--- src/verilog/br_core_pkg.sv ---
`default_nettype none

package br_core_pkg;

  // datapath and tag widths
  localparam int XLEN     = 32;
  localparam int PHYS_W   = 6;
  localparam int NUM_PHYS = 64;

  // branch station geometry
  localparam int RS_DEPTH = 8;
  localparam int RS_PTR_W = 3;
  localparam int INST_W   = 16;

  // cdb producers
  localparam int NUM_PRODUCERS = 3;
  localparam int PROD_IDX_W    = $clog2(NUM_PRODUCERS);
  localparam int PROD_ALU      = 0;
  localparam int PROD_MUL      = 1;
  localparam int PROD_BR       = 2;

  localparam int MUL_STAGES = 3;

  // funct3 of the conditional branches
  localparam logic [2:0] F3_BEQ  = 3'd0;
  localparam logic [2:0] F3_BNE  = 3'd1;
  localparam logic [2:0] F3_BLT  = 3'd4;
  localparam logic [2:0] F3_BGE  = 3'd5;
  localparam logic [2:0] F3_BLTU = 3'd6;
  localparam logic [2:0] F3_BGEU = 3'd7;

endpackage

`default_nettype wire

--- src/verilog/cdb_arbiter.sv ---
`timescale 1ns/1ps
`default_nettype none

module cdb_arbiter (
  input  logic                                  clk,
  input  logic                                  rst_n,
  input  logic [br_core_pkg::NUM_PRODUCERS-1:0] req,
  output logic [br_core_pkg::NUM_PRODUCERS-1:0] grant
);
  import br_core_pkg::*;

  logic [PROD_IDX_W-1:0] last;
  logic [PROD_IDX_W-1:0] gnt_idx;
  int                    idx;

  // search starts just after the last winner
  always_comb begin
    grant   = '0;
    gnt_idx = last;
    for (int k = 1; k <= NUM_PRODUCERS; k++) begin
      idx = int'(last) + k;
      if (idx >= NUM_PRODUCERS) idx = idx - NUM_PRODUCERS;
      if (grant == '0 && req[idx]) begin
        grant[idx] = 1'b1;
        gnt_idx    = PROD_IDX_W'(idx);
      end
    end
  end

  always_ff @(posedge clk or negedge rst_n) begin
    if (!rst_n) last <= PROD_IDX_W'(NUM_PRODUCERS - 1); // alu wins first
    else if (|grant) last <= gnt_idx;
  end

  a_grant_legal: assert property (@(posedge clk) disable iff (!rst_n)
    $onehot0(grant) && ((grant & ~req) == '0));

endmodule

`default_nettype wire

--- config.mk ---
export PLATFORM = sky130hd
export DESIGN_NAME = cdb_arbiter
export DESIGN_NICKNAME = d
export VERILOG_FILES = /design/src/verilog/br_core_pkg.sv /design/src/verilog/cdb_arbiter.sv
export SDC_FILE = /design/constraint.sdc
export NUM_CORES = 1
export LEC_CHECK = 0
export BUFFER_PORTS_ARGS = -buffer_cell sky130_fd_sc_hd__buf_4
export CORE_AREA = 2 2 39 41
export CTS_BUF_LIST = sky130_fd_sc_hd__clkbuf_4 sky130_fd_sc_hd__clkbuf_8 sky130_fd_sc_hd__clkbuf_16
export DETAILED_ROUTE_END_ITERATION = 12
export DIE_AREA = 0 0 41 43
export GPL_ROUTABILITY_DRIVEN = 0
export GPL_TIMING_DRIVEN = 0
export SLEW_MARGIN = 10
export SYNTH_ARGS = -nofsm -noshare
export SYNTH_HDL_FRONTEND = slang
export SYNTH_SLANG_ARGS = --single-unit
--- constraint.sdc ---
create_clock -name clk -period 7.2 [get_ports clk]
set_input_delay 1.44 -clock clk [delete_from_list [all_inputs] [get_ports clk]]
set_output_delay 1.44 -clock clk [all_outputs]
set_load 0.02 [all_outputs]
==> results.toml <==
[setup_path]
path_max_fanout = 8
arrival_ps = 2860
path_cells = "buf_4 -> mux2_1 -> nand3b_1 -> o2111ai_1 -> or3b_4 -> o21ai_1 -> buf_4"
critical_path.slowest_cell = "or3b_4"
endpoint_kind = "output port"
critPathRequiredTime_ps = 5760
slowest_delay_ps = 460
crit_type = "primary input to output port"
crit_path_start_kind = "primary input"
crit_top_cell = "buf_4"

[yosys]
synth-simple-area-share_pct = 20.3
synth-seq-area-share_pct = 11.9
synth_cell_types = 27
synth_edf_count = 0
syn_avg_cell_area_um2 = 7.83
synth-seq-cells = 2
async_flop_share_pct = 100
synth_top_flop_cell = "dfstp_2"
ys_warn_count = 0
syn-num-nets = 65
synthAdderAreaFrac_pct = 14.5
synth_mux_area_share_pct = 20.6
synth_compound_area_share_pct = 24.1
syn_inst = 55
synth_xor_xnor_area_share_pct = 2.03
synth_area_um2 = 430
synth_top_family_by_area = "compound AO/OA/AOI/OAI gates"

[floorplan]
num_io_pins = 8
die_area_um2 = 1760
coreArea_um2 = 1380
rows = 14
start_util_pct = 31.1
die_h_um = 43
die_w_um = 41

[global_routing]
grt.total_usage_pct = 14.8
grt_pass1_wl_um = 1790
grt_pass1_vias = 441
antenna_found_initial = 0
overflow = 0
grt_max_degree = 11

[route]
met1_length_um = 437
wl_met3_um = 28
wl_met2_um = 515
avgViaCountPerCell = 5.24
routedWlPerCell_um = 12.0
antenna_left = 0
drc = 0
wirelength_um = 981
via_count = 430
drt_pass1_iterations = 4
drt_iter0_markers = 10
maxUsedRoutingLayer = "met3"

[timing]
rsz0062_at_grt = "false"
tightest_slew_ps = 361
timing.fmax_mhz = 233
period_share_pct = 59.7
finalClockSkew_ps = 7.85
tns_ps = 0
drv_slew = 0
relSlewSlack_pct = 75.9
finalHoldViolCount = 0
min_period_ps = 4300
worst_slack_ps = 2900
setup_viol = 0

[final_layout]
drive_gt1_share_pct = 27.3
largest_reg_flops = 2
syn2layout_area_growth_pct = 23.8
largest_register = "last"
largestRegisters = "last (2)"
fillCellCount = 141
antennaDiodeCount = 0
nets = 77

[clock_network]
clock_latency_ps = 230
cts.repair.resized = 0
post-cts-setup-buffer-count = 0
cts_hold_buf = 0
clockBufferDepth = 2
cts.sinks = 2
cts_buffers = 3
ctsHtreeMaxLevel = 1
tritoncts = "yes"
cts-root-buf = "clkbuf_4"
clk_pin_slew_ps = 30

[status]
status = "finished, final reports clean"

[hold_path]
min_path_type = "flop to flop"

[placed_design]
io_buffers = 7
post-place-ws_ps = 2900
post-dp-hpwl_um = 755

[job]
drv_cap = 0
placed cells by master, fill, tap and decap left out, types with 2 or more instances in the layout:
cell type,netlist,final
clkbuf_4,0,4
nand2b_1,3,3
nand3_1,2,2
ha_1,5,5
o221ai_1,3,3
o21ai_0,4,4
mux2i_1,4,4
inv_1,5,5
mux2_1,2,2
nor2_1,6,6
nand2_1,3,3
o21ai_1,2,2
buf_4,0,7
critical path: cells and delay by family:
kind	cells	cell delay, ps
buffers and inverters	2	300
and+or+nand+nor	2	550
muxes	1	290
AOI/OAI and AO/OA	2	290
metrics by stage:
stage	hold WS (ps)	cells	area, um2	utilization [%]
final	577	82	533	38.5
after global routing	618	82	533	38.5
after CTS	592	82	533	38.5
after detailed placement	588	78	503	36.3
after global placement	577	78	503	36.3
after floorplan	532	55	430	-
cell type report:
class / instances / area, um2 / area share (%)
inverters: 6 / 22.5 / 4.23
plain buffers: 1 / 5.00 / 0.939
repair buffers: 7 / 52.6 / 9.86
clock buffers: 4 / 30.0 / 5.63
multi-input cells: 46 / 352 / 66.0
flip-flops and latches: 2 / 51.3 / 9.62
well taps: 16 / 20.0 / 3.76
Yosys cell counts (2+ instances only):
library cell / n / area [um2]
ha_1: 5 / 62.6
inv_1: 5 / 18.8
mux2_1: 2 / 22.5
mux2i_1: 4 / 40.0
nand2_1: 3 / 11.3
nand2b_1: 3 / 18.8
nand3_1: 2 / 10.0
nor2_1: 6 / 22.5
o21ai_0: 4 / 20.0
o21ai_1: 2 / 10.0
o221ai_1: 3 / 26.3
path summary, 6_finish.rpt:
check | cells after the start | slack [ps] | from | end
setup / recovery | 7 | 2900 | req[1] | grant[2]
max in group asynchronous | 1 | 6020 | rst_n | last[1]$_DFFE_PN1P_
min in group asynchronous | 1 | 980 | rst_n | last[0]$_DFFE_PN0P_
hold reg to reg | 2 | 580 | last[1]$_DFFE_PN1P_ | last[1]$_DFFE_PN1P_
setup reg to reg | 8 | 4650 | last[0]$_DFFE_PN0P_ | last[0]$_DFFE_PN0P_
hold / removal | 2 | 580 | last[1]$_DFFE_PN1P_ | last[1]$_DFFE_PN1P_
cell families after synthesis:
group,after synthesis
DFF,2
muxes,8
adders and majority gates,5
AOI/OAI and AO/OA,15
buffers and inverters,7
xor gates and xnor gates,1
and+or+nand+nor,17
per-layer routing:
metal  vias up  track usage [%]
li1        222                -
met2         7             23.1
met1       201             17.7
met5         -                0
met3         0             3.14
met4         0             8.00
Power is not shown: default switching activity piles up to over one toggle a cycle in this logic, so the estimate is an artifact.
