**src/verilog/br_core_pkg.sv**
```systemverilog
`default_nettype none

package br_core_pkg;

  // datapath and tag widths
  localparam int XLEN     = 32;
  localparam int PHYS_W   = 6;
  localparam int NUM_PHYS = 64;

  // branch station geometry
  localparam int RS_DEPTH = 8;
  localparam int RS_PTR_W = 3;
  localparam int INST_W   = 16;

  // cdb producers
  localparam int NUM_PRODUCERS = 3;
  localparam int PROD_IDX_W    = $clog2(NUM_PRODUCERS);
  localparam int PROD_ALU      = 0;
  localparam int PROD_MUL      = 1;
  localparam int PROD_BR       = 2;

  localparam int MUL_STAGES = 3;

  // funct3 of the conditional branches
  localparam logic [2:0] F3_BEQ  = 3'd0;
  localparam logic [2:0] F3_BNE  = 3'd1;
  localparam logic [2:0] F3_BLT  = 3'd4;
  localparam logic [2:0] F3_BGE  = 3'd5;
  localparam logic [2:0] F3_BLTU = 3'd6;
  localparam logic [2:0] F3_BGEU = 3'd7;

endpackage

`default_nettype wire

```
**src/verilog/phys_regfile.sv**
```systemverilog
`timescale 1ns/1ps
`default_nettype none

module phys_regfile (
  input  logic                           clk,
  input  logic                           rst_n,
  input  logic                           wr_en,
  input  logic [br_core_pkg::PHYS_W-1:0] wr_tag,
  input  logic [br_core_pkg::XLEN-1:0]   wr_data,
  input  logic [br_core_pkg::PHYS_W-1:0] rd_tag1,
  input  logic [br_core_pkg::PHYS_W-1:0] rd_tag2,
  output logic [br_core_pkg::XLEN-1:0]   rd_data1,
  output logic [br_core_pkg::XLEN-1:0]   rd_data2
);
  import br_core_pkg::*;

  logic [XLEN-1:0] regs [NUM_PHYS];

  always_ff @(posedge clk or negedge rst_n) begin
    if (!rst_n) begin
      for (int i = 0; i < NUM_PHYS; i++) regs[i] <= '0;
    end else if (wr_en) begin
      regs[wr_tag] <= wr_data; // cdb write
    end
  end

  assign rd_data1 = regs[rd_tag1];
  assign rd_data2 = regs[rd_tag2];

endmodule

`default_nettype wire
```
**config.mk**
```make
export PLATFORM = sky130hd
export DESIGN_NAME = phys_regfile
export DESIGN_NICKNAME = d
export VERILOG_FILES = /design/src/verilog/br_core_pkg.sv /design/src/verilog/phys_regfile.sv
export SDC_FILE = /design/constraint.sdc
export NUM_CORES = 2
export LEC_CHECK = 0
export BUFFER_PORTS_ARGS = -buffer_cell sky130_fd_sc_hd__clkbuf_2
export CORE_MARGIN = 2
export CORE_UTILIZATION = 58
export DETAILED_ROUTE_END_ITERATION = 10
export PLACE_DENSITY = 0.77
export SYNTH_ARGS = -nofsm -noshare
export SYNTH_HDL_FRONTEND = slang
export SYNTH_SLANG_ARGS = --single-unit
```
**constraint.sdc**
```tcl
create_clock -name clk -period 1.85 [get_ports clk]
set_clock_uncertainty 0.05 [all_clocks]
set_input_delay 0.185 -clock clk [delete_from_list [all_inputs] [get_ports clk]]
set_output_delay 0.185 -clock clk [all_outputs]
set_load 0.1 [all_outputs]
```
==> results summary <==
The number of buffers created by CTS is 211. For this run the aggregate overflow at the end of global routing stands at 0. The fraction of power spent switching nets came out at 28.3%.

The required time of the worst setup path is 1.62 ns. The post-route netlist has 67.4% of its cells at a drive strength greater than 1. The total chip power is 131 mW. The per-cell routed wire length is 36.5 um. The library cell used most frequently in the layout, excluding fill and tap cells, is dfrtp_1. The number of flip-flops under the largest register name came out at 2,048. The cell depth of the worst flop-to-flop path came out at 4.

The worst slew slack as a fraction of its limit is 21.7%. The final hold violation count is 0. The post-synthesis register bit count came out at 2,048. The mapped netlist covers 108,000 um2. The synthesized instance count is 6,932. The smallest clock period supported by the final layout is computed as 3.35 ns. More flip-flops sit in one register than any other, and that register is regs. The synthesized area divided by synthesized cell count is 15.6 um2. The largest voltage drop on the vdd net came out at 0.000775 V. TritonCTS built the clock tree.

Relative to the synthesized area, the layout overhead comes to 27.3%. The width of the die came out at 436 um. The worst register-to-register path begins at regs[774]$_DFFE_PN0P_.

Global routing consumed, on the met3 layer, 13.0% of the routing resources. The met1 track demand over resource in global routing came out at 53.3%. The largest registers in the layout are regs (2048). The worst setup path is captured at an output port. The net count after synthesis came out at 6,985. The multi-input gate area in the final layout is 56,500 um2. The yosys synthesis warning count is 0. The initial utilization of the core area, before any placement, comes to 58.4%. The DRC marker count from the first detailed-route iteration came out at 10.5k. Port buffering added 116 buffers. Pin placement for this block handled 117 I/O pins. The fraction of power consumed by combinational cells came out at 22.9%. The number of buffers on the longest clock path is 3. The weighted congestion reported at the end of routability-driven placement came out at 0.971. The cell at the root of the clock tree is clkbuf_16.

The count of unresolved DRC violations after routing is 0. The worst hold margin came out at 0.0192 ns. CTS built an H-tree with a depth of 4.

Among all flip-flop cells after synthesis, the most frequent one is dfrtp_1. The flow ran to the end, but the final reports show violations. The core area came out at 185,000 um2.

The via count came out at 79.4k. The sink count of the clock tree came out at 2,048. The wire-length estimate of the detail-placed layout is 263,000 um. At the later pin of the worst-skew pair, clock insertion delay measures 0.88 ns.

The internal portion of the total power is 93.9 mW. The part of the power in the clock network is 34.8%. The non-filler instance count after layout is 10.9k. In this run the static leakage power is 61.8 nW.

The library cells used most frequently in the layout, excluding fill and tap cells, are dfrtp_1, mux2_2, buf_4. The setup slack of the critical path after layout is -1.50 ns. The fraction of registers with async set or reset after synthesis came out at 100%. In this run the power spent charging and discharging nets is 37.0 mW. The distinct cell type count of the synthesized netlist is 53.

Entering global routing, the biggest net connects 130 pins. Setup violations remaining at the end of the flow were counted as 64. The clock transition at the registers of the reported paths came out at 0.07 ns. The met2 track utilization from global routing came out at 60.2%.

In the finished design, the share of the clock period the worst path needs comes to 181%. The power per cell area is 950 nW/um2. The row count is 158. The most crowded layer after global routing is met2.

In this run the critical register-to-register path is captured at regs[774]$_DFFE_PN0P_. The global router's overall resource usage came out at 41.8%. The die area is 190,000 um2. The data arrival time of the critical path came out at 3.11 ns. The total negative slack for setup checks is -72.43 ns. The via count normalized by instance count is 7.31.

The final reports fail on setup timing. The fraction of the core area covered by cells at the end of the flow came out at 74.3%. The flop-to-flop setup slack came out at 0.68 ns. The antenna violation net count after detailed routing came out at 0. The max-slew violation count came out at 0. The first detailed-routing pass ran for 8 iterations. The share of synthesized area occupied by flip-flops and latches came out at 47.4%. The cell total after placement came out at 10.4k.

The die height came out at 436 um. The actual slew at the worst max-slew pin came out at 1.17 ns. The sequential share of power came out at 42.3%. The area taken by flip-flops and latches is 51,200 um2. Yosys mapped a number of flops with a built-in enable equal to 0. The final layout net count is 8,246.

The via count of the first global-routing pass came out at 83.0k. The global-route wire length before repair came out at 575,000 um. The path class of the tightest hold or removal check is in -> async. The number of antenna violations at the first check in global routing is 7. The max-cap check violation count is 0. The worst setup path is launched from a flop. The biggest fanout along the worst timing path came out at 3. The post-detailed-routing wire length came out at 397,000 um. By startpoint and endpoint, the worst setup path is classified as reg -> out.

The fill cell total of the finished layout is 10.3k. The fmax came out at 299 MHz. Setup repair after global routing could not meet its margin everywhere.
-- metal layers --
metal / vias up / wire length (um)
met1: 41800 / 137000
met3: 1698 / 49400
met2: 6055 / 174000
met5: - / 47
li1: 29800 / -
met4: 6 / 36400
-- cells in the mapped netlist (6+ instances only) --
| cell | number | area, um2 |
|---|---|---|
| mux4_2 | 1014 | 22800 |
| nand3b_1 | 9 | 67.6 |
| a22o_1 | 56 | 490 |
| buf_6 | 21 | 236 |
| nor3_1 | 37 | 185 |
| nand2b_1 | 20 | 125 |
| a221oi_1 | 89 | 780 |
| clkbuf_1 | 349 | 1310 |
| buf_1 | 102 | 383 |
| a211oi_1 | 31 | 233 |
| nor2b_1 | 51 | 319 |
| or2_2 | 6 | 37.5 |
| nor2_1 | 89 | 334 |
| nand2_1 | 54 | 203 |
| mux2_1 | 53 | 597 |
| o22a_1 | 9 | 78.8 |
| a22oi_1 | 43 | 323 |
| o21a_1 | 11 | 82.6 |
| mux2_2 | 2046 | 23000 |
| nand3_1 | 28 | 140 |
| buf_2 | 219 | 1100 |
| buf_4 | 78 | 586 |
| a21oi_1 | 46 | 230 |
| o22ai_1 | 189 | 1180 |
| o21ai_0 | 15 | 75.1 |
| dfrtp_1 | 2048 | 51200 |
| o221ai_1 | 54 | 473 |
| and3_1 | 10 | 62.6 |
| and2_1 | 8 | 50.1 |
| nor4_1 | 19 | 119 |
| mux2i_1 | 88 | 881 |
-- power by group through the flow --
stage | clock network [mW] | registers, mW | logic, mW
6_report | 45.6 | 55.3 | 30.0
5_1_grt | 47.5 | 55.7 | 31.1
4_1_cts | 45.6 | 54.9 | 29.2
3_5_place_dp | 0 | 55.6 | 27.9
3_3_place_gp | 0 | 55.0 | 27.0
2_1_floorplan | 0 | 54.2 | 17.2
-- worst max-delay path, cell delays in order, from the launching register on --
cell	delay, ns
dfrtp_1	0.41
mux4_2	0.28
o22ai_4	0.08
nor4_4	0.99
o21a_4	0.27
buf_12	0.18
-- metrics by stage --
stage	setup slack, ns	cell area, um2
final	-1.50	138000
after global routing	-1.49	138000
after CTS	-1.45	137000
after detailed placement	-1.29	128000
after global placement	-1.30	128000
after floorplan	-0.570	110000
-- final cells by class --
| cell class | count | area share [%] |
|---|---|---|
| diodes | 12 | 0.0218 |
| clock buffers | 298 | 4.44 |
| clock inverters | 90 | 0.908 |
| inverters | 3 | 0.00818 |
| multi-input cells | 4109 | 41.0 |
| flip-flops and latches | 2048 | 37.2 |
| well taps | 2480 | 2.25 |
| repair buffers | 1820 | 14.1 |
-- cells by family after synthesis --
family | Yosys count | synth area share [%]
muxes | 3201 | 43.8
AOI/OAI and AO/OA | 564 | 3.80
buffers and inverters | 775 | 3.38
and+or+nand+nor | 344 | 1.62
DFF | 2048 | 47.4
-- how the worst max path moves through the flow --
stage	startpoint	end	slack [ns]
finish	regs[1509]$_DFFE_PN0P_	rd_data2[5]	-1.50
floorplan	rd_tag1[0]	rd_data1[4]	-0.57
global route	regs[793]$_DFFE_PN0P_	rd_data1[25]	-1.49
detailed placement	rd_tag1[0]	rd_data1[8]	-1.29
global placement	rd_tag1[0]	rd_data1[8]	-1.30
CTS	regs[793]$_DFFE_PN0P_	rd_data1[25]	-1.45
-- timing repair --
| action | CTS | global route |
|---|---|---|
| resized for setup | 296 | 84 |
| setup buffers | 45 | 20 |
| hold buffers | 26 | 0 |
| setup endpoints to repair | 64 | 446 |
| hold endpoints to repair | 3266 | 0 |
| pin swaps | 117 | 45 |
Power figures use the tool's default switching activity.
