==> src/verilog/br_core_pkg.sv <==
`default_nettype none

package br_core_pkg;

  // datapath and tag widths
  localparam int XLEN     = 32;
  localparam int PHYS_W   = 6;
  localparam int NUM_PHYS = 64;

  // branch station geometry
  localparam int RS_DEPTH = 8;
  localparam int RS_PTR_W = 3;
  localparam int INST_W   = 16;

  // cdb producers
  localparam int NUM_PRODUCERS = 3;
  localparam int PROD_IDX_W    = $clog2(NUM_PRODUCERS);
  localparam int PROD_ALU      = 0;
  localparam int PROD_MUL      = 1;
  localparam int PROD_BR       = 2;

  localparam int MUL_STAGES = 3;

  // funct3 of the conditional branches
  localparam logic [2:0] F3_BEQ  = 3'd0;
  localparam logic [2:0] F3_BNE  = 3'd1;
  localparam logic [2:0] F3_BLT  = 3'd4;
  localparam logic [2:0] F3_BGE  = 3'd5;
  localparam logic [2:0] F3_BLTU = 3'd6;
  localparam logic [2:0] F3_BGEU = 3'd7;

endpackage

`default_nettype wire

==> src/verilog/branch_unit.sv <==
`timescale 1ns/1ps
`default_nettype none

module branch_unit (
  input  logic                           clk,
  input  logic                           rst_n,
  input  logic                           issue_valid,
  output logic                           issue_ready,
  input  logic [br_core_pkg::INST_W-1:0] issue_inst_num,
  input  logic [br_core_pkg::XLEN-1:0]   issue_pc,
  input  logic [br_core_pkg::XLEN-1:0]   issue_imm,
  input  logic [2:0]                     issue_funct3,
  input  logic                           issue_is_jump,
  input  logic                           issue_pred_taken,
  input  logic [br_core_pkg::PHYS_W-1:0] issue_rd,
  input  logic [br_core_pkg::PHYS_W-1:0] issue_rs1,
  input  logic [br_core_pkg::PHYS_W-1:0] issue_rs2,
  output logic [br_core_pkg::PHYS_W-1:0] src1_tag,
  output logic [br_core_pkg::PHYS_W-1:0] src2_tag,
  input  logic [br_core_pkg::XLEN-1:0]   src1_data,
  input  logic [br_core_pkg::XLEN-1:0]   src2_data,
  output logic                           res_valid,
  output logic [br_core_pkg::INST_W-1:0] res_inst_num,
  output logic                           res_taken,
  output logic [br_core_pkg::XLEN-1:0]   res_target,
  output logic                           res_mispredict,
  output logic                           cdb_req,
  input  logic                           cdb_grant,
  output logic [br_core_pkg::PHYS_W-1:0] out_tag,
  output logic [br_core_pkg::XLEN-1:0]   out_data
);
  import br_core_pkg::*;

  logic cond;
  logic taken;
  logic accept;

  assign src1_tag = issue_rs1;
  assign src2_tag = issue_rs2;

  always_comb begin
    case (issue_funct3)
      F3_BEQ:  cond = (src1_data == src2_data);
      F3_BNE:  cond = (src1_data != src2_data);
      F3_BLT:  cond = ($signed(src1_data) < $signed(src2_data));
      F3_BGE:  cond = ($signed(src1_data) >= $signed(src2_data));
      F3_BLTU: cond = (src1_data < src2_data);
      F3_BGEU: cond = (src1_data >= src2_data);
      default: cond = 1'b0;
    endcase
  end

  assign taken = issue_is_jump || cond; // jumps always go

  // an op issued behind a mispredict is dropped here
  assign accept = issue_valid && !(res_valid && res_mispredict);

  // no new op while a link write is pending or about to be
  assign issue_ready = !(issue_valid && issue_is_jump) && (!cdb_req || cdb_grant);

  always_ff @(posedge clk or negedge rst_n) begin
    if (!rst_n) begin
      res_valid      <= 1'b0;
      res_mispredict <= 1'b0;
      cdb_req        <= 1'b0;
    end else begin
      res_valid      <= accept;
      res_mispredict <= accept && (taken != issue_pred_taken);
      if (accept && issue_is_jump) cdb_req <= 1'b1;
      else if (cdb_grant) cdb_req <= 1'b0;
    end
  end

  always_ff @(posedge clk) begin
    if (accept) begin
      res_inst_num <= issue_inst_num;
      res_taken    <= taken;
      res_target   <= issue_pc + issue_imm;
    end
    if (accept && issue_is_jump) begin
      out_tag  <= issue_rd;
      out_data <= issue_pc + XLEN'(4); // link value
    end
  end

  // the station holds back while a link write waits for the bus
  a_no_issue_during_link: assert property (@(posedge clk) disable iff (!rst_n)
    (cdb_req && !cdb_grant) |=> !issue_valid);

endmodule

`default_nettype wire

==> config.mk <==
export PLATFORM = sky130hd
export DESIGN_NAME = branch_unit
export DESIGN_NICKNAME = d
export VERILOG_FILES = /design/src/verilog/br_core_pkg.sv /design/src/verilog/branch_unit.sv
export SDC_FILE = /design/constraint.sdc
export NUM_CORES = 1
export LEC_CHECK = 0
export ABC_AREA = 1
export BUFFER_PORTS_ARGS = -buffer_cell sky130_fd_sc_hd__buf_4
export CORE_ASPECT_RATIO = 1.1
export CORE_MARGIN = 2
export CORE_UTILIZATION = 48
export CTS_CLUSTER_SIZE = 30
export DETAILED_ROUTE_END_ITERATION = 8
export GPL_TIMING_DRIVEN = 0
export MAX_ROUTING_LAYER = met4
export PLACE_DENSITY = 0.81
export SETUP_SLACK_MARGIN = 0.15
export SLEW_MARGIN = 10
export SYNTH_ARGS = -nofsm -noshare
export SYNTH_HDL_FRONTEND = slang
export SYNTH_SLANG_ARGS = --single-unit
==> constraint.sdc <==
create_clock -name clk -period 3.55 [get_ports clk]
set_input_delay 0.1775 -clock clk [delete_from_list [all_inputs] [get_ports clk]]
set_output_delay 0.1775 -clock clk [all_outputs]
set_load 0.02 [all_outputs]
==> results.py <==
metrics = {
    "run_status": {
        "outcome": "completed",
    },
    "logic_synthesis": {
        "syn-instance-count": 635,
        "synth_seq_cells": 90,
        "async_flop_share_pct": 3.333,
        "synthFlopType": "edfxtp_1",
        "yosysSeqAreaShare_pct": 44.39,
        "syn_nets": 871,
        "syn_area_mm2": 0.006055,
        "yosysUniqueCellTypes": 42,
        "syn_area_per_cell_um2": 9.535,
        "ys_warn_count": 0,
        "synth_edf_count": 87,
    },
    "sta": {
        "whs_ps": 10.80,
        "finalSetupViolations": 0,
        "min_period_ps": 2203,
        "setup_tns_ps": 0,
        "clock_skew_ps": 7.889,
        "slew_violations": 0,
        "maxSlewHeadroom_pct": 61.73,
        "hold_violations": 0,
        "layout_worst_path_cycle_share_pct": 62.05,
        "post-route-worst-setup-slack_ps": 1347,
        "rsz0062_at_grt": "false",
        "worst_pin_slew_ps": 573.3,
        "fmax_mhz": 454.0,
    },
    "worst_hold_path": {
        "hold_start": "issue_inst_num[5]",
        "hold_path_class": "input pin to flop",
    },
    "setup_path": {
        "cp-start-kind": "input pin",
        "arrival_ps": 2290,
        "cp_max_fo": 3,
        "endpoint_kind": "flop",
        "required_ps": 3640,
        "critical_path.startpoint": "issue_pc[0]",
        "crit_type": "input pin to flop",
        "timing.rr.start": "res_valid",
    },
    "placed_design": {
        "io_buffer_count": 261,
        "gp_congestion": 0.9257,
        "place_ws_ps": 1024,
        "place_area_mm2": 0.008258,
        "hpwl_mm": 13.07,
    },
    "drt": {
        "drt_iter0_drc": 225,
        "ant_nets": 0,
        "drc_errors": 0,
        "wl_per_cell_um": 14.80,
        "routed_wl_mm": 16.16,
        "viasPerCell": 5.042,
        "drtPass1Iterations": 5,
        "vias": 5506,
    },
    "floorplanning": {
        "die_h_um": 121.8,
        "dieArea_mm2": 0.01353,
        "core_area_mm2": 0.01248,
        "start_util_pct": 48.51,
        "io_pins": 274,
        "placementRows": 43,
        "die_w_um": 111.1,
    },
    "global_routing": {
        "grt_max_degree": 31,
        "track_usage_pct": 23.54,
        "antenna_found_initial": 0,
        "grt_pass1_vias": 5413,
        "grt_pass1_wl_mm": 24.65,
        "overflow": 0,
    },
    "clock_network": {
        "cts_buffer_depth": 2,
        "cts_buffers": 9,
        "clock-sinks": 90,
        "root_buffer": "clkbuf_16",
        "post_cts_buffers": 0,
        "cts_tree": "built",
        "clkLatencyLatePin_ps": 340,
        "htree_levels": 3,
        "path_clk_slew_ps": 80,
    },
    "layout": {
        "drive_gt1_share_pct": 34.33,
        "num_antenna_cells": 0,
        "final-seq-area_mm2": 0.002688,
        "syn_to_final_growth_pct": 44.80,
        "fin_nets": 1166,
        "n_fill_cell": 945,
        "final_util_pct": 70.24,
        "design_area_mm2": 0.008767,
        "multi_input_area_mm2": 0.002905,
    },
    "pwr": {
        "p_per_area_mw_per_mm2": 364.7,
        "peakVddDrop_uv": 545.9,
        "p_leak_nw": 4.313,
    },
    "run": {
        "cap_violations": 0,
    },
}
metrics by stage:
stage	power, mW	std cells
floorplan	1.840	635
global placement	2.224	1053
detailed placement	2.244	1055
CTS	3.196	1084
global route	3.350	1092
finish	3.198	1092
per-layer routing:
| metal | GRT usage [%] | vias up | wire, um |
|---|---|---|---|
| li1 | - | 2731 | - |
| met1 | 24.52 | 2525 | 5942 |
| met2 | 44.56 | 220 | 8739 |
| met3 | 5.274 | 30 | 1013 |
| met4 | 7.253 | 0 | 461 |
| met5 | - | - | 0 |
final timing paths:
kind                       slack (ps)  depth (start not counted)         endpoint
max                              1350                         12   res_target[18]
min                                10                          1  res_inst_num[5]
max reg2reg                      1930                          4  res_inst_num[7]
min reg2reg                       600                          2          cdb_req
max in group asynchronous        3290                          2          cdb_req
min in group asynchronous         170                          2   res_mispredict
cell families after synthesis:
kind of cell    count (synthesis)  synth area share, %
compound gates                 95                8.803
xor+xnor                       57                8.246
fa+ha+maj                      65                13.56
buf+inv                       113                7.750
flops                          90                44.39
simple gates                  215                17.26
synth_stat cells, types with 3 or more instances:
master | n | area share (%)
nand2_1 | 117 | 7.3
inv_1 | 98 | 6.1
edfxtp_1 | 87 | 43
ha_1 | 64 | 13
a21oi_1 | 53 | 4.4
xor2_1 | 40 | 5.8
nor2_1 | 33 | 2.0
o21ai_0 | 18 | 1.5
nand3_1 | 17 | 1.4
xnor2_1 | 17 | 2.5
nor3_1 | 14 | 1.2
buf_4 | 12 | 1.5
a21o_1 | 6 | 0.74
nand2_2 | 6 | 0.62
nand4_1 | 5 | 0.52
nand3_2 | 4 | 0.66
nor4_1 | 4 | 0.41
dfrtp_1 | 3 | 1.2
inv_2 | 3 | 0.19
o211ai_1 | 3 | 0.37
o21ai_1 | 3 | 0.25
what timing repair did:
action                    in CTS  in global routing
hold buffers                  13                  8
hold endpoints to repair      15                  8
gates resized for setup        0                  0
critical path, cell delays in order:
cell	delay (ps)
buf_4	90
ha_1	180
inv_1	70
fa_1	410
o21ai_1	240
nand2_1	80
nand2_1	160
a21o_1	200
a21oi_1	110
o21ai_1	270
a21oi_1	140
xnor2_1	180
layout by cell type, fill, tap and decap left out, drive strengths merged:
cell / n
fa: 1
buf: 275
nor2: 37
nand4: 6
inv: 104
o21ai: 22
nor4: 7
o31ai: 1
a21o: 6
xor2: 40
nand3b: 2
nor3b: 2
nand3: 21
xnor2: 17
o22ai: 1
edfxtp: 87
o21a: 2
a21oi: 53
dfrtp: 3
o2bb2ai: 1
o211ai: 3
nand2: 123
o21bai: 2
clkinv: 4
dlygate4sd3: 21
clkbuf: 9
ha: 64
nor3: 17
a21boi: 4
state kept, by name, indices dropped and copies added, names as in the netlist:
signal / cells
res_mispredict: 1
res_target: 32
res_valid: 1
out_data: 32
cdb_req: 1
res_taken: 1
res_inst_num: 16
out_tag: 6
area by class of cell:
cell class              instances  area share [%]
plain buffers                  12           1.028
clock buffers                   9           2.569
clock inverters                 7          0.8420
inverters                     101           4.324
multi-input cells             432           33.14
flip-flops and latches         90           30.66
well taps                     157           2.241
repair buffers                284           25.20
power by group:
part           switching, mW  internal (mW)  total (mW)
Clock                  0.454          0.497       0.951
Combinational          0.511          0.423       0.934
Sequential            0.0269           1.29        1.31
Total                  0.991           2.21        3.20
No activity file was read; power rests on OpenSTA's default activity.
