==> config.mk <==
export PLATFORM = sky130hd
export DESIGN_NAME = mul_unit
export DESIGN_NICKNAME = d
export VERILOG_FILES = /design/src/verilog/br_core_pkg.sv /design/src/verilog/mul_unit.sv
export SDC_FILE = /design/constraint.sdc
export NUM_CORES = 1
export LEC_CHECK = 0
export BUFFER_PORTS_ARGS = -buffer_cell sky130_fd_sc_hd__buf_2
export CAP_MARGIN = 20
export CELL_PAD_IN_SITES_DETAIL_PLACEMENT = 0
export CELL_PAD_IN_SITES_GLOBAL_PLACEMENT = 1
export CORE_AREA = 3 3 212 214
export CTS_CLUSTER_DIAMETER = 80
export DETAILED_ROUTE_END_ITERATION = 7
export DIE_AREA = 0 0 215 217
export HOLD_SLACK_MARGIN = 0.1
export PLACE_DENSITY_LB_ADDON = 0.1
export SYNTH_ARGS = -nofsm -noshare
export SYNTH_HDL_FRONTEND = slang
export SYNTH_SLANG_ARGS = --single-unit
==> constraint.sdc <==
create_clock -name clk -period 4.67 [get_ports clk]
set_input_delay 0.934 -clock clk [delete_from_list [all_inputs] [get_ports clk]]
set_output_delay 0.934 -clock clk [all_outputs]
set_load 0.02 [all_outputs]
==> src/verilog/br_core_pkg.sv <==
`default_nettype none

package br_core_pkg;

  // datapath and tag widths
  localparam int XLEN     = 32;
  localparam int PHYS_W   = 6;
  localparam int NUM_PHYS = 64;

  // branch station geometry
  localparam int RS_DEPTH = 8;
  localparam int RS_PTR_W = 3;
  localparam int INST_W   = 16;

  // cdb producers
  localparam int NUM_PRODUCERS = 3;
  localparam int PROD_IDX_W    = $clog2(NUM_PRODUCERS);
  localparam int PROD_ALU      = 0;
  localparam int PROD_MUL      = 1;
  localparam int PROD_BR       = 2;

  localparam int MUL_STAGES = 3;

  // funct3 of the conditional branches
  localparam logic [2:0] F3_BEQ  = 3'd0;
  localparam logic [2:0] F3_BNE  = 3'd1;
  localparam logic [2:0] F3_BLT  = 3'd4;
  localparam logic [2:0] F3_BGE  = 3'd5;
  localparam logic [2:0] F3_BLTU = 3'd6;
  localparam logic [2:0] F3_BGEU = 3'd7;

endpackage

`default_nettype wire

==> src/verilog/mul_unit.sv <==
`timescale 1ns/1ps
`default_nettype none

module mul_unit (
  input  logic                           clk,
  input  logic                           rst_n,
  input  logic                           in_valid,
  output logic                           in_ready,
  input  logic [br_core_pkg::PHYS_W-1:0] in_rd,
  input  logic [br_core_pkg::XLEN-1:0]   in_a,
  input  logic [br_core_pkg::XLEN-1:0]   in_b,
  output logic                           cdb_req,
  input  logic                           cdb_grant,
  output logic [br_core_pkg::PHYS_W-1:0] out_tag,
  output logic [br_core_pkg::XLEN-1:0]   out_data
);
  import br_core_pkg::*;

  logic [MUL_STAGES-1:0] st_valid;
  logic [PHYS_W-1:0]     st_tag  [MUL_STAGES];
  logic [XLEN-1:0]       st_prod [MUL_STAGES];
  logic                  stall;

  // last stage waiting on the bus freezes the whole pipe
  assign stall    = st_valid[MUL_STAGES-1] && !cdb_grant;
  assign in_ready = !stall;
  assign cdb_req  = st_valid[MUL_STAGES-1];
  assign out_tag  = st_tag[MUL_STAGES-1];
  assign out_data = st_prod[MUL_STAGES-1];

  always_ff @(posedge clk or negedge rst_n) begin
    if (!rst_n) st_valid <= '0;
    else if (!stall) st_valid <= {st_valid[MUL_STAGES-2:0], in_valid};
  end

  always_ff @(posedge clk) begin
    if (!stall) begin
      st_tag[0]  <= in_rd;
      st_prod[0] <= in_a * in_b; // low XLEN bits only
      for (int s = 1; s < MUL_STAGES; s++) begin
        st_tag[s]  <= st_tag[s-1];
        st_prod[s] <= st_prod[s-1];
      end
    end
  end

endmodule

`default_nettype wire

==> summary.txt <==
CTS
  – Root Driver: sky130_fd_sc_hd__clkbuf_16
  – Clock insertion delay at the later pin of the skew report: between 0.4 and 0.5 ns
  – Clock slew at reported path FFs: 0.07 ns
  – CTS tree: yes
  – Number of buffers inserted during clock tree synthesis: 17
  – CTS Hold Buffers Added: 0
  – H-tree levels: 4
  – Maximum number of buffers from clock root to sink: 2
  – TritonCTS Sinks: 117

Timing
  – Portion of the clock cycle consumed by the worst path in the final layout: 144%
  – Max-slew violations: 0
  – Final WS setup: -2.08 ns
  – Number of failing hold endpoints at the final stage: 0
  – Max Clk Rate: between 0.1 and 0.15 GHz
  – Min Tclk post-route: ~6.7 ns
  – Max-slew headroom at the worst pin: 45.2%
  – Final setup violation count: 24
  – Worst Tran Pin Value: 0.822 ns
  – Clk_skew: approximately 0.016 ns
  – RSZ-0062 raised after global routing: yes

Layout
  – Number of nets in the layout: around 2800
  – Fraction of layout instances using a drive strength above 1: between 20% and 30%
  – Number of antenna repair diodes: 0
  – Filler Cell Count: 3725
  – Area growth from synthesis to layout: 25.5%

Synthesis
  – Commonest cells in the synthesized netlist: sky130_fd_sc_hd__fa_1 (408), sky130_fd_sc_hd__and2_1 (368), sky130_fd_sc_hd__inv_1 (362), sky130_fd_sc_hd__nand2_1 (178), sky130_fd_sc_hd__ha_1 (123)
  – Largest area contributor in the netlist: sky130_fd_sc_hd__fa_1
  – Post-synth net total: between 2000 and 3000
  – Top-area cell type share of the netlist area: 41.4%
  – Fraction of the yosys area taken by sequential cells: 17.7%
  – Area of the mapped netlist: between 0.015 and 0.02 mm^2
  – Post-synthesis instance total: 1895
  – Register bit total from synthesis: about 120
  – Most frequently used cell type in the post-synthesis netlist: sky130_fd_sc_hd__fa_1
  – Area contributors post-synth: sky130_fd_sc_hd__fa_1 (41%), sky130_fd_sc_hd__edfxtp_1 (17%), sky130_fd_sc_hd__and2_1 (12%)
  – Number of synthesized flops with an enable pin: approximately 110
  – Number of distinct library cells after synthesis: 52
  – Mean instance size in the synthesized netlist: around 10 um^2
  – Number of synthesis warnings: 0
  – Share of flip-flops with an asynchronous set or reset after synthesis: between 2 and 3%
  – Dominant synthesized flop cell: sky130_fd_sc_hd__edfxtp_1

GRT
  – Number of global-route vias before repair: approximately 15000
  – Maximum number of pins on one net before global-route repair: 67
  – Antenna violations before repair: 0
  – Leftover overflow at the end of global routing: 0
  – Overall fraction of global-route tracks in use: approximately a quarter
  – Global-route wire length before repair: 83600 um

Outcome
  – Status: finished, violations left
  – Violated checks: setup timing

Placed design
  – DP HPWL: approximately 43000 um
  – Number of input and output port buffers inserted: around 110
  – Post-Place Worst Slack: -2.77 ns
  – Routability cong.: slightly below 0.9

Detailed routing
  – Overall via count from detail_route: around 14000
  – Total iterations of the first detailed-routing run: 5
  – Sum of routed wire length over all layers: around 52000 um
  – Vias per Instance: 4.89
  – Initial drt markers: a little over 500
  – DRC violation count after routing: 0
  – Routed length per instance: roughly 19 um
  – Post-route antenna net violation count: 0

Critical path
  – Crit path launch type: input port
  – WS Path Type: input port to register
  – Critical path, cell by cell: buf_2 -> and2_1 -> fa_1 -> inv_1 -> fa_1 -> inv_1 -> fa_1 -> inv_1 -> fa_1 -> fa_1 -> fa_1 -> fa_1 -> fa_1 -> inv_1 -> ha_4 -> a21oi_2 -> nand2_1 -> a211oi_2 -> o31ai_1 -> buf_4 -> xnor2_2
  – Crit path buf inv count: 6
  – Reg-to-reg critical path startpoint: st_valid[2]
  – Worst-path maximum fanout: 7
  – Cell at the slowest stage of the critical path: sky130_fd_sc_hd__fa_1
  – Cell type group with the largest total delay on the critical path: adder cells
  – Slowest cell delay on critical path: around 0.6 ns
  – Library cell appearing most often on the critical path: sky130_fd_sc_hd__fa_1
  – Type of destination of the critical path: register
  – Data required time at the worst endpoint: slightly below 5 ns
  – Worst Path Arrival: between 6 and 7 ns
  – Timing startpoint of the critical path: in_a[23]

Floorplanning
  – Top-level I/O count: roughly 110
  – Total Die Area: 0.0467 mm^2
  – Height of the chip: about 220 um
  – Core area: approximately 0.043 mm^2
  – Floorplan die width: 215 um
  – FP Rows: 76
  – Initial standard-cell utilization of the core: between 40% and 50%

Hold path
  – Path type of the worst min-delay path: input port to async pin

Flow run
  – Max-cap violation count: 0
==> state kept, by name, indices dropped and copies added (netlist names) <==
| signal | cells |
|---|---|
| st_tag | 18 |
| st_valid | 3 |
| st_prod | 96 |
==> final timing paths <==
path                                   to  slack [ns]  depth (start not counted)
setup / recovery           st_prod[0][31]       -2.08                         21
hold / removal                st_valid[1]        0.30                          1
setup reg to reg           st_prod[0][37]        2.56                          2
hold reg to reg            st_prod[0][56]        0.41                          0
max in group asynchronous     st_valid[0]        4.26                          1
min in group clk           st_prod[0][56]        0.41                          0
==> kinds of logic (layout without fill, tap and decap cells) <==
logic type / count (synthesis) / in the layout / synth area share (%)
muxes: 6 / 6 / 0.317
and+or+nand+nor: 584 / 584 / 16.1
AOI/OAI and AO/OA: 92 / 92 / 3.06
buffers and inverters: 484 / 776 / 9.94
xor gates and xnor gates: 81 / 81 / 3.70
DFF: 117 / 117 / 17.7
adders and majority gates: 531 / 531 / 49.2
==> cell usage in the layout, fill, tap and decap left out, types with 3 or more instances in the layout <==
cell type / count
sky130_fd_sc_hd__a21o_1: 10
sky130_fd_sc_hd__a21oi_1: 18
sky130_fd_sc_hd__a21oi_2: 10
sky130_fd_sc_hd__a21oi_4: 4
sky130_fd_sc_hd__and2_1: 333
sky130_fd_sc_hd__and2_4: 35
sky130_fd_sc_hd__buf_12: 25
sky130_fd_sc_hd__buf_2: 80
sky130_fd_sc_hd__buf_4: 219
sky130_fd_sc_hd__buf_6: 44
sky130_fd_sc_hd__buf_8: 6
sky130_fd_sc_hd__bufbuf_16: 4
sky130_fd_sc_hd__clkbuf_16: 18
sky130_fd_sc_hd__clkinv_2: 5
sky130_fd_sc_hd__dfrtp_1: 3
sky130_fd_sc_hd__edfxtp_1: 114
sky130_fd_sc_hd__fa_1: 369
sky130_fd_sc_hd__fa_2: 39
sky130_fd_sc_hd__ha_1: 90
sky130_fd_sc_hd__ha_4: 31
sky130_fd_sc_hd__inv_1: 341
sky130_fd_sc_hd__inv_2: 21
sky130_fd_sc_hd__inv_6: 4
sky130_fd_sc_hd__mux2i_1: 4
sky130_fd_sc_hd__nand2_1: 171
sky130_fd_sc_hd__nand2_2: 4
sky130_fd_sc_hd__nand2_4: 3
sky130_fd_sc_hd__nand4_1: 4
sky130_fd_sc_hd__nor2_1: 11
sky130_fd_sc_hd__o21a_1: 4
sky130_fd_sc_hd__o21ai_0: 5
sky130_fd_sc_hd__o21ai_1: 3
sky130_fd_sc_hd__o21ai_2: 7
sky130_fd_sc_hd__o21bai_1: 6
sky130_fd_sc_hd__xnor2_1: 57
sky130_fd_sc_hd__xnor2_2: 4
sky130_fd_sc_hd__xor2_1: 19
==> stage by stage <==
step / std cells / setup TNS [ns] / utilization (%) / area, um^2 / hold WS [ns]
after floorplan: 1895 / -41.26 / - / 20200 / 0.400
after global placement: 2707 / -54.21 / 52.6 / 22700 / 0.401
after detailed placement: 2707 / -55.72 / 52.6 / 22700 / 0.405
after CTS: 2766 / -38.15 / 56.8 / 24500 / 0.273
after global routing: 2772 / -42.50 / 57.5 / 24800 / 0.275
final: 2772 / -38.84 / 57.5 / 24800 / 0.303
==> area by class of cell <==
type                       count  area (um^2)  area share (%)
tap                          585          732            2.95
timing repair buffer         382         3350            13.5
clock buffer                  17          425            1.72
multi-input combinational   1294        15300            61.6
inverter                     362         1360            5.49
clock inverter                15          153           0.616
sequential                   117         3500            14.1
==> routing by layer <==
layer,global-route usage [%],up-vias,wire length (um)
met1,29.4,7039,22200
met3,1.97,60,1230
li1,-,6200,-
met2,42.6,246,27200
met4,7.45,0,1720
met5,0,-,0
==> repair_timing <==
action | in CTS | in global routing
gates cloned | 6 | 1
resized for setup | 233 | 54
hold endpoints to repair | 0 | 0
endpoints found under the setup margin | 25 | 25
pin swaps | 130 | 37
buffers inserted | 22 | 7
Power is not shown: default switching activity piles up to over one toggle a cycle in this logic, so the estimate is an artifact.
