## src/verilog/br_core_pkg.sv

```systemverilog
`default_nettype none

package br_core_pkg;

  // datapath and tag widths
  localparam int XLEN     = 32;
  localparam int PHYS_W   = 6;
  localparam int NUM_PHYS = 64;

  // branch station geometry
  localparam int RS_DEPTH = 8;
  localparam int RS_PTR_W = 3;
  localparam int INST_W   = 16;

  // cdb producers
  localparam int NUM_PRODUCERS = 3;
  localparam int PROD_IDX_W    = $clog2(NUM_PRODUCERS);
  localparam int PROD_ALU      = 0;
  localparam int PROD_MUL      = 1;
  localparam int PROD_BR       = 2;

  localparam int MUL_STAGES = 3;

  // funct3 of the conditional branches
  localparam logic [2:0] F3_BEQ  = 3'd0;
  localparam logic [2:0] F3_BNE  = 3'd1;
  localparam logic [2:0] F3_BLT  = 3'd4;
  localparam logic [2:0] F3_BGE  = 3'd5;
  localparam logic [2:0] F3_BLTU = 3'd6;
  localparam logic [2:0] F3_BGEU = 3'd7;

endpackage

`default_nettype wire

```

## src/verilog/br_issue_queue.sv

```systemverilog
`timescale 1ns/1ps
`default_nettype none

module br_issue_queue (
  input  logic                           clk,
  input  logic                           rst_n,
  input  logic                           flush,
  input  logic                           disp_valid,
  output logic                           disp_ready,
  input  logic [br_core_pkg::INST_W-1:0] disp_inst_num,
  input  logic [br_core_pkg::XLEN-1:0]   disp_pc,
  input  logic [br_core_pkg::XLEN-1:0]   disp_imm,
  input  logic [2:0]                     disp_funct3,
  input  logic                           disp_is_jump,
  input  logic                           disp_pred_taken,
  input  logic [br_core_pkg::PHYS_W-1:0] disp_rd,
  input  logic [br_core_pkg::PHYS_W-1:0] disp_rs1,
  input  logic [br_core_pkg::PHYS_W-1:0] disp_rs2,
  input  logic                           disp_rs1_ready,
  input  logic                           disp_rs2_ready,
  input  logic                           cdb_valid,
  input  logic [br_core_pkg::PHYS_W-1:0] cdb_tag,
  input  logic                           issue_ready,
  output logic                           issue_valid,
  output logic [br_core_pkg::INST_W-1:0] issue_inst_num,
  output logic [br_core_pkg::XLEN-1:0]   issue_pc,
  output logic [br_core_pkg::XLEN-1:0]   issue_imm,
  output logic [2:0]                     issue_funct3,
  output logic                           issue_is_jump,
  output logic                           issue_pred_taken,
  output logic [br_core_pkg::PHYS_W-1:0] issue_rd,
  output logic [br_core_pkg::PHYS_W-1:0] issue_rs1,
  output logic [br_core_pkg::PHYS_W-1:0] issue_rs2
);
  import br_core_pkg::*;

  logic [INST_W-1:0]   q_inst_num [RS_DEPTH];
  logic [XLEN-1:0]     q_pc       [RS_DEPTH];
  logic [XLEN-1:0]     q_imm      [RS_DEPTH];
  logic [2:0]          q_funct3   [RS_DEPTH];
  logic [PHYS_W-1:0]   q_rd       [RS_DEPTH];
  logic [PHYS_W-1:0]   q_rs1      [RS_DEPTH];
  logic [PHYS_W-1:0]   q_rs2      [RS_DEPTH];
  logic [RS_DEPTH-1:0] q_is_jump;
  logic [RS_DEPTH-1:0] q_pred_taken;
  logic [RS_DEPTH-1:0] q_rdy1;
  logic [RS_DEPTH-1:0] q_rdy2;
  logic [RS_PTR_W-1:0] head;
  logic [RS_PTR_W-1:0] tail;
  logic [RS_PTR_W:0]   count;
  logic                push;
  logic                pop;
  logic                head_ok;

  assign disp_ready = (count != (RS_PTR_W + 1)'(RS_DEPTH));
  assign push       = disp_valid && disp_ready;
  // only the head may go so branches leave in program order
  assign head_ok    = (count != '0) && q_rdy1[head] && q_rdy2[head];
  assign pop        = head_ok && issue_ready;

  always_ff @(posedge clk or negedge rst_n) begin
    if (!rst_n) begin
      head        <= '0;
      tail        <= '0;
      count       <= '0;
      issue_valid <= 1'b0;
      q_rdy1      <= '0;
      q_rdy2      <= '0;
    end else if (flush) begin
      head        <= '0;
      tail        <= '0;
      count       <= '0;
      issue_valid <= 1'b0;
    end else begin
      if (cdb_valid) begin
        for (int i = 0; i < RS_DEPTH; i++) begin
          if (q_rs1[i] == cdb_tag) q_rdy1[i] <= 1'b1;
          if (q_rs2[i] == cdb_tag) q_rdy2[i] <= 1'b1;
        end
      end
      if (push) begin
        // same-cycle broadcast counts as ready
        q_rdy1[tail] <= disp_rs1_ready || (cdb_valid && cdb_tag == disp_rs1);
        q_rdy2[tail] <= disp_rs2_ready || (cdb_valid && cdb_tag == disp_rs2);
        tail         <= tail + 1'b1; // depth is a power of two
      end
      if (pop) head <= head + 1'b1;
      case ({push, pop})
        2'b10:   count <= count + 1'b1;
        2'b01:   count <= count - 1'b1;
        default: count <= count;
      endcase
      issue_valid <= pop;
    end
  end

  // entry payload and issue registers
  always_ff @(posedge clk) begin
    if (push) begin
      q_inst_num[tail]   <= disp_inst_num;
      q_pc[tail]         <= disp_pc;
      q_imm[tail]        <= disp_imm;
      q_funct3[tail]     <= disp_funct3;
      q_is_jump[tail]    <= disp_is_jump;
      q_pred_taken[tail] <= disp_pred_taken;
      q_rd[tail]         <= disp_rd;
      q_rs1[tail]        <= disp_rs1;
      q_rs2[tail]        <= disp_rs2;
    end
    if (pop) begin
      issue_inst_num   <= q_inst_num[head];
      issue_pc         <= q_pc[head];
      issue_imm        <= q_imm[head];
      issue_funct3     <= q_funct3[head];
      issue_is_jump    <= q_is_jump[head];
      issue_pred_taken <= q_pred_taken[head];
      issue_rd         <= q_rd[head];
      issue_rs1        <= q_rs1[head];
      issue_rs2        <= q_rs2[head];
    end
  end

  // occupancy never passes the depth and the pointers agree with it
  a_no_push_full: assert property (@(posedge clk) disable iff (!rst_n)
    count <= (RS_PTR_W + 1)'(RS_DEPTH) && tail == head + count[RS_PTR_W-1:0]);

  // an emptied station has nothing to issue for two cycles
  a_flush_kills_issue: assert property (@(posedge clk) disable iff (!rst_n)
    flush |=> !issue_valid [*2]);

endmodule

`default_nettype wire

```

## config.mk

```make
export PLATFORM = sky130hd
export DESIGN_NAME = br_issue_queue
export DESIGN_NICKNAME = d
export VERILOG_FILES = /design/src/verilog/br_core_pkg.sv /design/src/verilog/br_issue_queue.sv
export SDC_FILE = /design/constraint.sdc
export NUM_CORES = 1
export LEC_CHECK = 0
export BUFFER_PORTS_ARGS = -buffer_cell sky130_fd_sc_hd__buf_2
export CAP_MARGIN = 20
export CELL_PAD_IN_SITES_DETAIL_PLACEMENT = 1
export CELL_PAD_IN_SITES_GLOBAL_PLACEMENT = 1
export CORE_ASPECT_RATIO = 1.2
export CORE_MARGIN = 2
export CORE_UTILIZATION = 45
export CTS_BUF_LIST = sky130_fd_sc_hd__clkbuf_16
export DETAILED_ROUTE_END_ITERATION = 8
export GPL_TIMING_DRIVEN = 1
export PLACE_DENSITY = 0.72
export SETUP_SLACK_MARGIN = 0.2
export SYNTH_ARGS = -nofsm -noshare
export SYNTH_HDL_FRONTEND = slang
export SYNTH_SLANG_ARGS = --single-unit
```

## constraint.sdc

```tcl
create_clock -name clk -period 14.1 [get_ports clk]
set_input_delay 0.705 -clock clk [delete_from_list [all_inputs] [get_ports clk]]
set_output_delay 0.705 -clock clk [all_outputs]
set_load 0.01 [all_outputs]
```

==> results.txt <==
The worst-case clock skew came out at 0.0286 ns. The first-pass GRT wire length came out at 123,000 um. On the critical path, the stage with the largest delay is an instance of sky130_fd_sc_hd__dfrtp_4. The count of final hold-check violations is 0. The count of unresolved DRC violations after routing came out at 0. The worst slew margin relative to its limit is 0.288.

The die is 265 um wide. Of the total power, combinational logic draws 0.073. The initial standard-cell utilization of the core is 0.456. The flip-flop and latch area came out at 28,500 um^2. Summed over all instances, the cell type with the most area after synthesis is sky130_fd_sc_hd__edfxtp_1.

The via density per instance came out at 5.65. The post-CTS clock slew at the launch and capture registers of the worst setup and hold paths is 0.06 ns. Including well taps, the total number of placed cells is 2,814. The total CTS buffers came out at 91. The cts-stage hold buffer count came out at 0. The number of global-route vias before repair was 18,740. The final antenna-violating net count is 0.

The analysis attributes to cell leakage a power of 13.3 nW. The post-synthesis sequential element count came out at 954. TritonCTS built the clock tree. At the pin with the least slew margin, the transition time is 1.07 ns. The number of buffers and inverters on the critical path came out at 1. The top cell family by delay on the critical path is simple AND/OR/NAND/NOR gates.

The global placement routability congestion came out at 0.807. The clock period minus final worst setup slack is 4.09 ns. The post-route fraction of the period consumed by the critical path is 0.290. The height of the die is 317 um. Sorting the synthesized cells by area gives the leading types as sky130_fd_sc_hd__edfxtp_1 76%, sky130_fd_sc_hd__mux4_2 13%, sky130_fd_sc_hd__mux2_2 3.2%. The area of the die came out at 84,100 um^2. The top cell types in the final layout, fill and taps aside, are 927 x sky130_fd_sc_hd__edfxtp_1, 221 x sky130_fd_sc_hd__buf_2, 208 x sky130_fd_sc_hd__mux4_2. The first-pass iteration count of the detailed router is 5. The commonest non-fill, non-tap cell in the layout is sky130_fd_sc_hd__edfxtp_1. Data on the critical path arrives at its endpoint at 4.69 ns. The post-layout instance count excluding filler cells is 2,984. The ratio of total power to cell area came out at 144 nW/um^2. The worst-case reg-to-reg path depth came out at 11.

The number of H-tree levels is 3. The number of core rows came out at 114. Across the run, the number of max-cap violations was 0. The maximum clock path buffer count came out at 3.

The clock reaches the later pin of the worst-skew pair after 0.66 ns. Buffers added to address setup during post-CTS repair amount to 0. The timing-limited maximum frequency is 0.244 GHz.

The share of layout cells above drive strength 1 is 0.358. The number of I/O port buffers is 221. The startpoint identified for the worst register-to-register timing path is head[2].

The estimated wirelength of the detail-placed design came out at 46,100 um. By startpoint and endpoint, the worst setup path is classified as reg2reg. The CTS root buffer is sky130_fd_sc_hd__clkbuf_16. The worst setup path is launched from a register. The initial antenna violation count is 20.

The run finished with clean final reports. The core footprint came out at 80,700 um^2. The part of the total power dissipated in sequential elements is 0.547. The minimum setup slack in the final design came out at 10.01 ns. The analysis attributes to net switching a power of 1.33 mW. The net count of the mapped netlist is 1,729.

For this block, the routed nets add up to 82,900 um of wire. The signed area change from the synthesized netlist to the final layout is 13.8%. The number of distinct standard cells referenced by the synthesized netlist came out at 42. The accumulated negative setup slack is 0 ns. The worst setup slack before clock tree synthesis is 9.80 ns.

The layout has 7,085 filler cells. The count of mapped cells out of synthesis came out at 1,607. Across every metal layer, demand over resource in global routing totals 0.200. The footprint of the multi-input gates came out at 7900 um^2. The number of clock sinks is 954.

The number of warnings issued by yosys came out at 0. The reg-to-reg setup timing slack is 10.01 ns. The kind of end point of the critical path is a register.

The number of instances resized during post-cts repair came out at 0. The share of synthesized area in the top cell type comes to 0.757. The reg-to-reg endpoint is count[3]. Internal power comes to 4.69 mW. The switching power share of the total is 0.220.

Setup violations remaining at the end of the flow were counted as 0. The path category of the worst min-delay check is in2async. The detail-routed net length per standard cell came out at 27.8 um. In the final design database the tool counted 1,986 nets.

The detailed router's first-iteration violation count came out at 1,364. Traced cell by cell, the critical path runs through buf_4 > mux4_2 > mux2i_4 > nand2_1 > nor2_1 > ha_1 > a21o_1 > a21o_1 > nor4_1 > o211ai_1 > nand2_1. The number of top-level pins is 222. The clock share of power is 0.380. The critical path required time came out at 14.69 ns. Of the synthesized area, sequential elements account for 0.775. Setup repair after global routing left no endpoint under its margin. The mean cell area of the mapped netlist came out at 22.9 um^2. The global route total overflow came out at 0. The stage delay of the slowest cell on the critical path came out at 0.73 ns. The maximum fanout along the worst path is 43.

The total number of vias is 16,864. The largest net degree at the start of global routing is 104. The worst voltage drop across the vdd grid is 128 uV.

The number of pins exceeding their max-slew limit in the final report came out at 0. After synthesis the cells add up to 36,800 um^2.
[how the worst max path moves through the flow]
stage / from / endpoint / slack, ns / cells after the start
after floorplan: disp_valid / q_funct3[0][0] / 2.60 / 3
after global placement: disp_valid / q_pc[7][3] / 9.93 / 6
after detailed placement: disp_valid / q_pc[7][1] / 9.80 / 6
after CTS: count[0] / q_pc[7][2] / 9.93 / 6
after global routing: head[2] / count[3] / 9.80 / 11
final: head[2] / count[3] / 10.01 / 11
[stage by stage]
stage                     total power [mW]  hold WS (ns)  utilization  area, um^2
after detailed placement              3.80         0.573        0.484       39100
after CTS                             6.08        0.0686        0.518       41800
after global placement                3.77         0.559        0.484       39100
after global routing                  6.20         0.116        0.519       41900
after floorplan                       3.64         0.409            -       36800
final                                 6.01        0.0814        0.519       41900
[synthesized netlist by cell type (all sizes together)]
master	count
a21o	2
a21oi	6
a41oi	16
and2	1
buf	49
clkbuf	31
dfrtp	27
edfxtp	927
fa	1
ha	4
inv	1
mux2	105
mux2i	17
mux4	208
nand2	18
nand2b	7
nand3	5
nand4	4
nor2	13
nor2b	1
nor3	10
nor3b	6
nor4	22
o211ai	3
o21a	1
o21ai	4
o22ai	3
o311ai	1
or3	2
or4b	1
xnor2	56
xor2	55
[area by class of cell]
class,count,share of cell area
sequential,954,0.681
multi-input combinational,572,0.189
clock buffer,92,0.0550
timing repair buffer,244,0.0325
tap,1044,0.0312
clock inverter,73,0.0112
antenna,4,0.000239
inverter,1,0.000149
[registers in the layout, summed over array words and instances (netlist names), 3 cells and up]
name,cells
q_imm,256
q_pc,256
q_inst_num,128
q_rd,48
q_rs1,48
q_rs2,48
issue_imm,32
issue_pc,32
q_funct3,24
issue_inst_num,16
q_is_jump,8
q_pred_taken,8
q_rdy1,8
q_rdy2,8
issue_rd,6
issue_rs1,6
issue_rs2,6
count,4
head,3
issue_funct3,3
tail,3
[kinds of logic after synthesis]
group / Yosys count / share of synthesized area
AOI/OAI and AO/OA: 36 / 0.00714
xor gates and xnor gates: 111 / 0.0264
adders and majority gates: 5 / 0.00190
buffers and inverters: 81 / 0.0116
DFF: 954 / 0.775
muxes: 330 / 0.165
and+or+nand+nor: 90 / 0.0134
[worst reg2reg max path, delay by kind of cell, from the launching register on]
family,cells,cell delay [ns]
AOI/OAI and AO/OA,3,0.56
muxes,2,0.81
buffers and inverters,1,0.74
adders and majority gates,1,0.29
and+or+nand+nor,4,0.91
DFF,1,0.73
[routing by layer]
layer | share of wire | GRT usage
met1 | 0.41 | 0.253
met2 | 0.51 | 0.346
met3 | 0.052 | 0.0414
met4 | 0.027 | 0.0695
met5 | 0.0022 | 0
[power groups by stage]
| stage | Combinational, mW | Sequential (mW) | Clock (mW) |
|---|---|---|---|
| 6_report | 0.441 | 3.29 | 2.29 |
| 3_3_place_gp | 0.425 | 3.35 | 0 |
| 4_1_cts | 0.445 | 3.29 | 2.34 |
| 3_5_place_dp | 0.443 | 3.35 | 0 |
| 2_1_floorplan | 0.285 | 3.35 | 0 |
| 5_1_grt | 0.481 | 3.29 | 2.43 |
No activity file was read; power rests on OpenSTA's default activity.
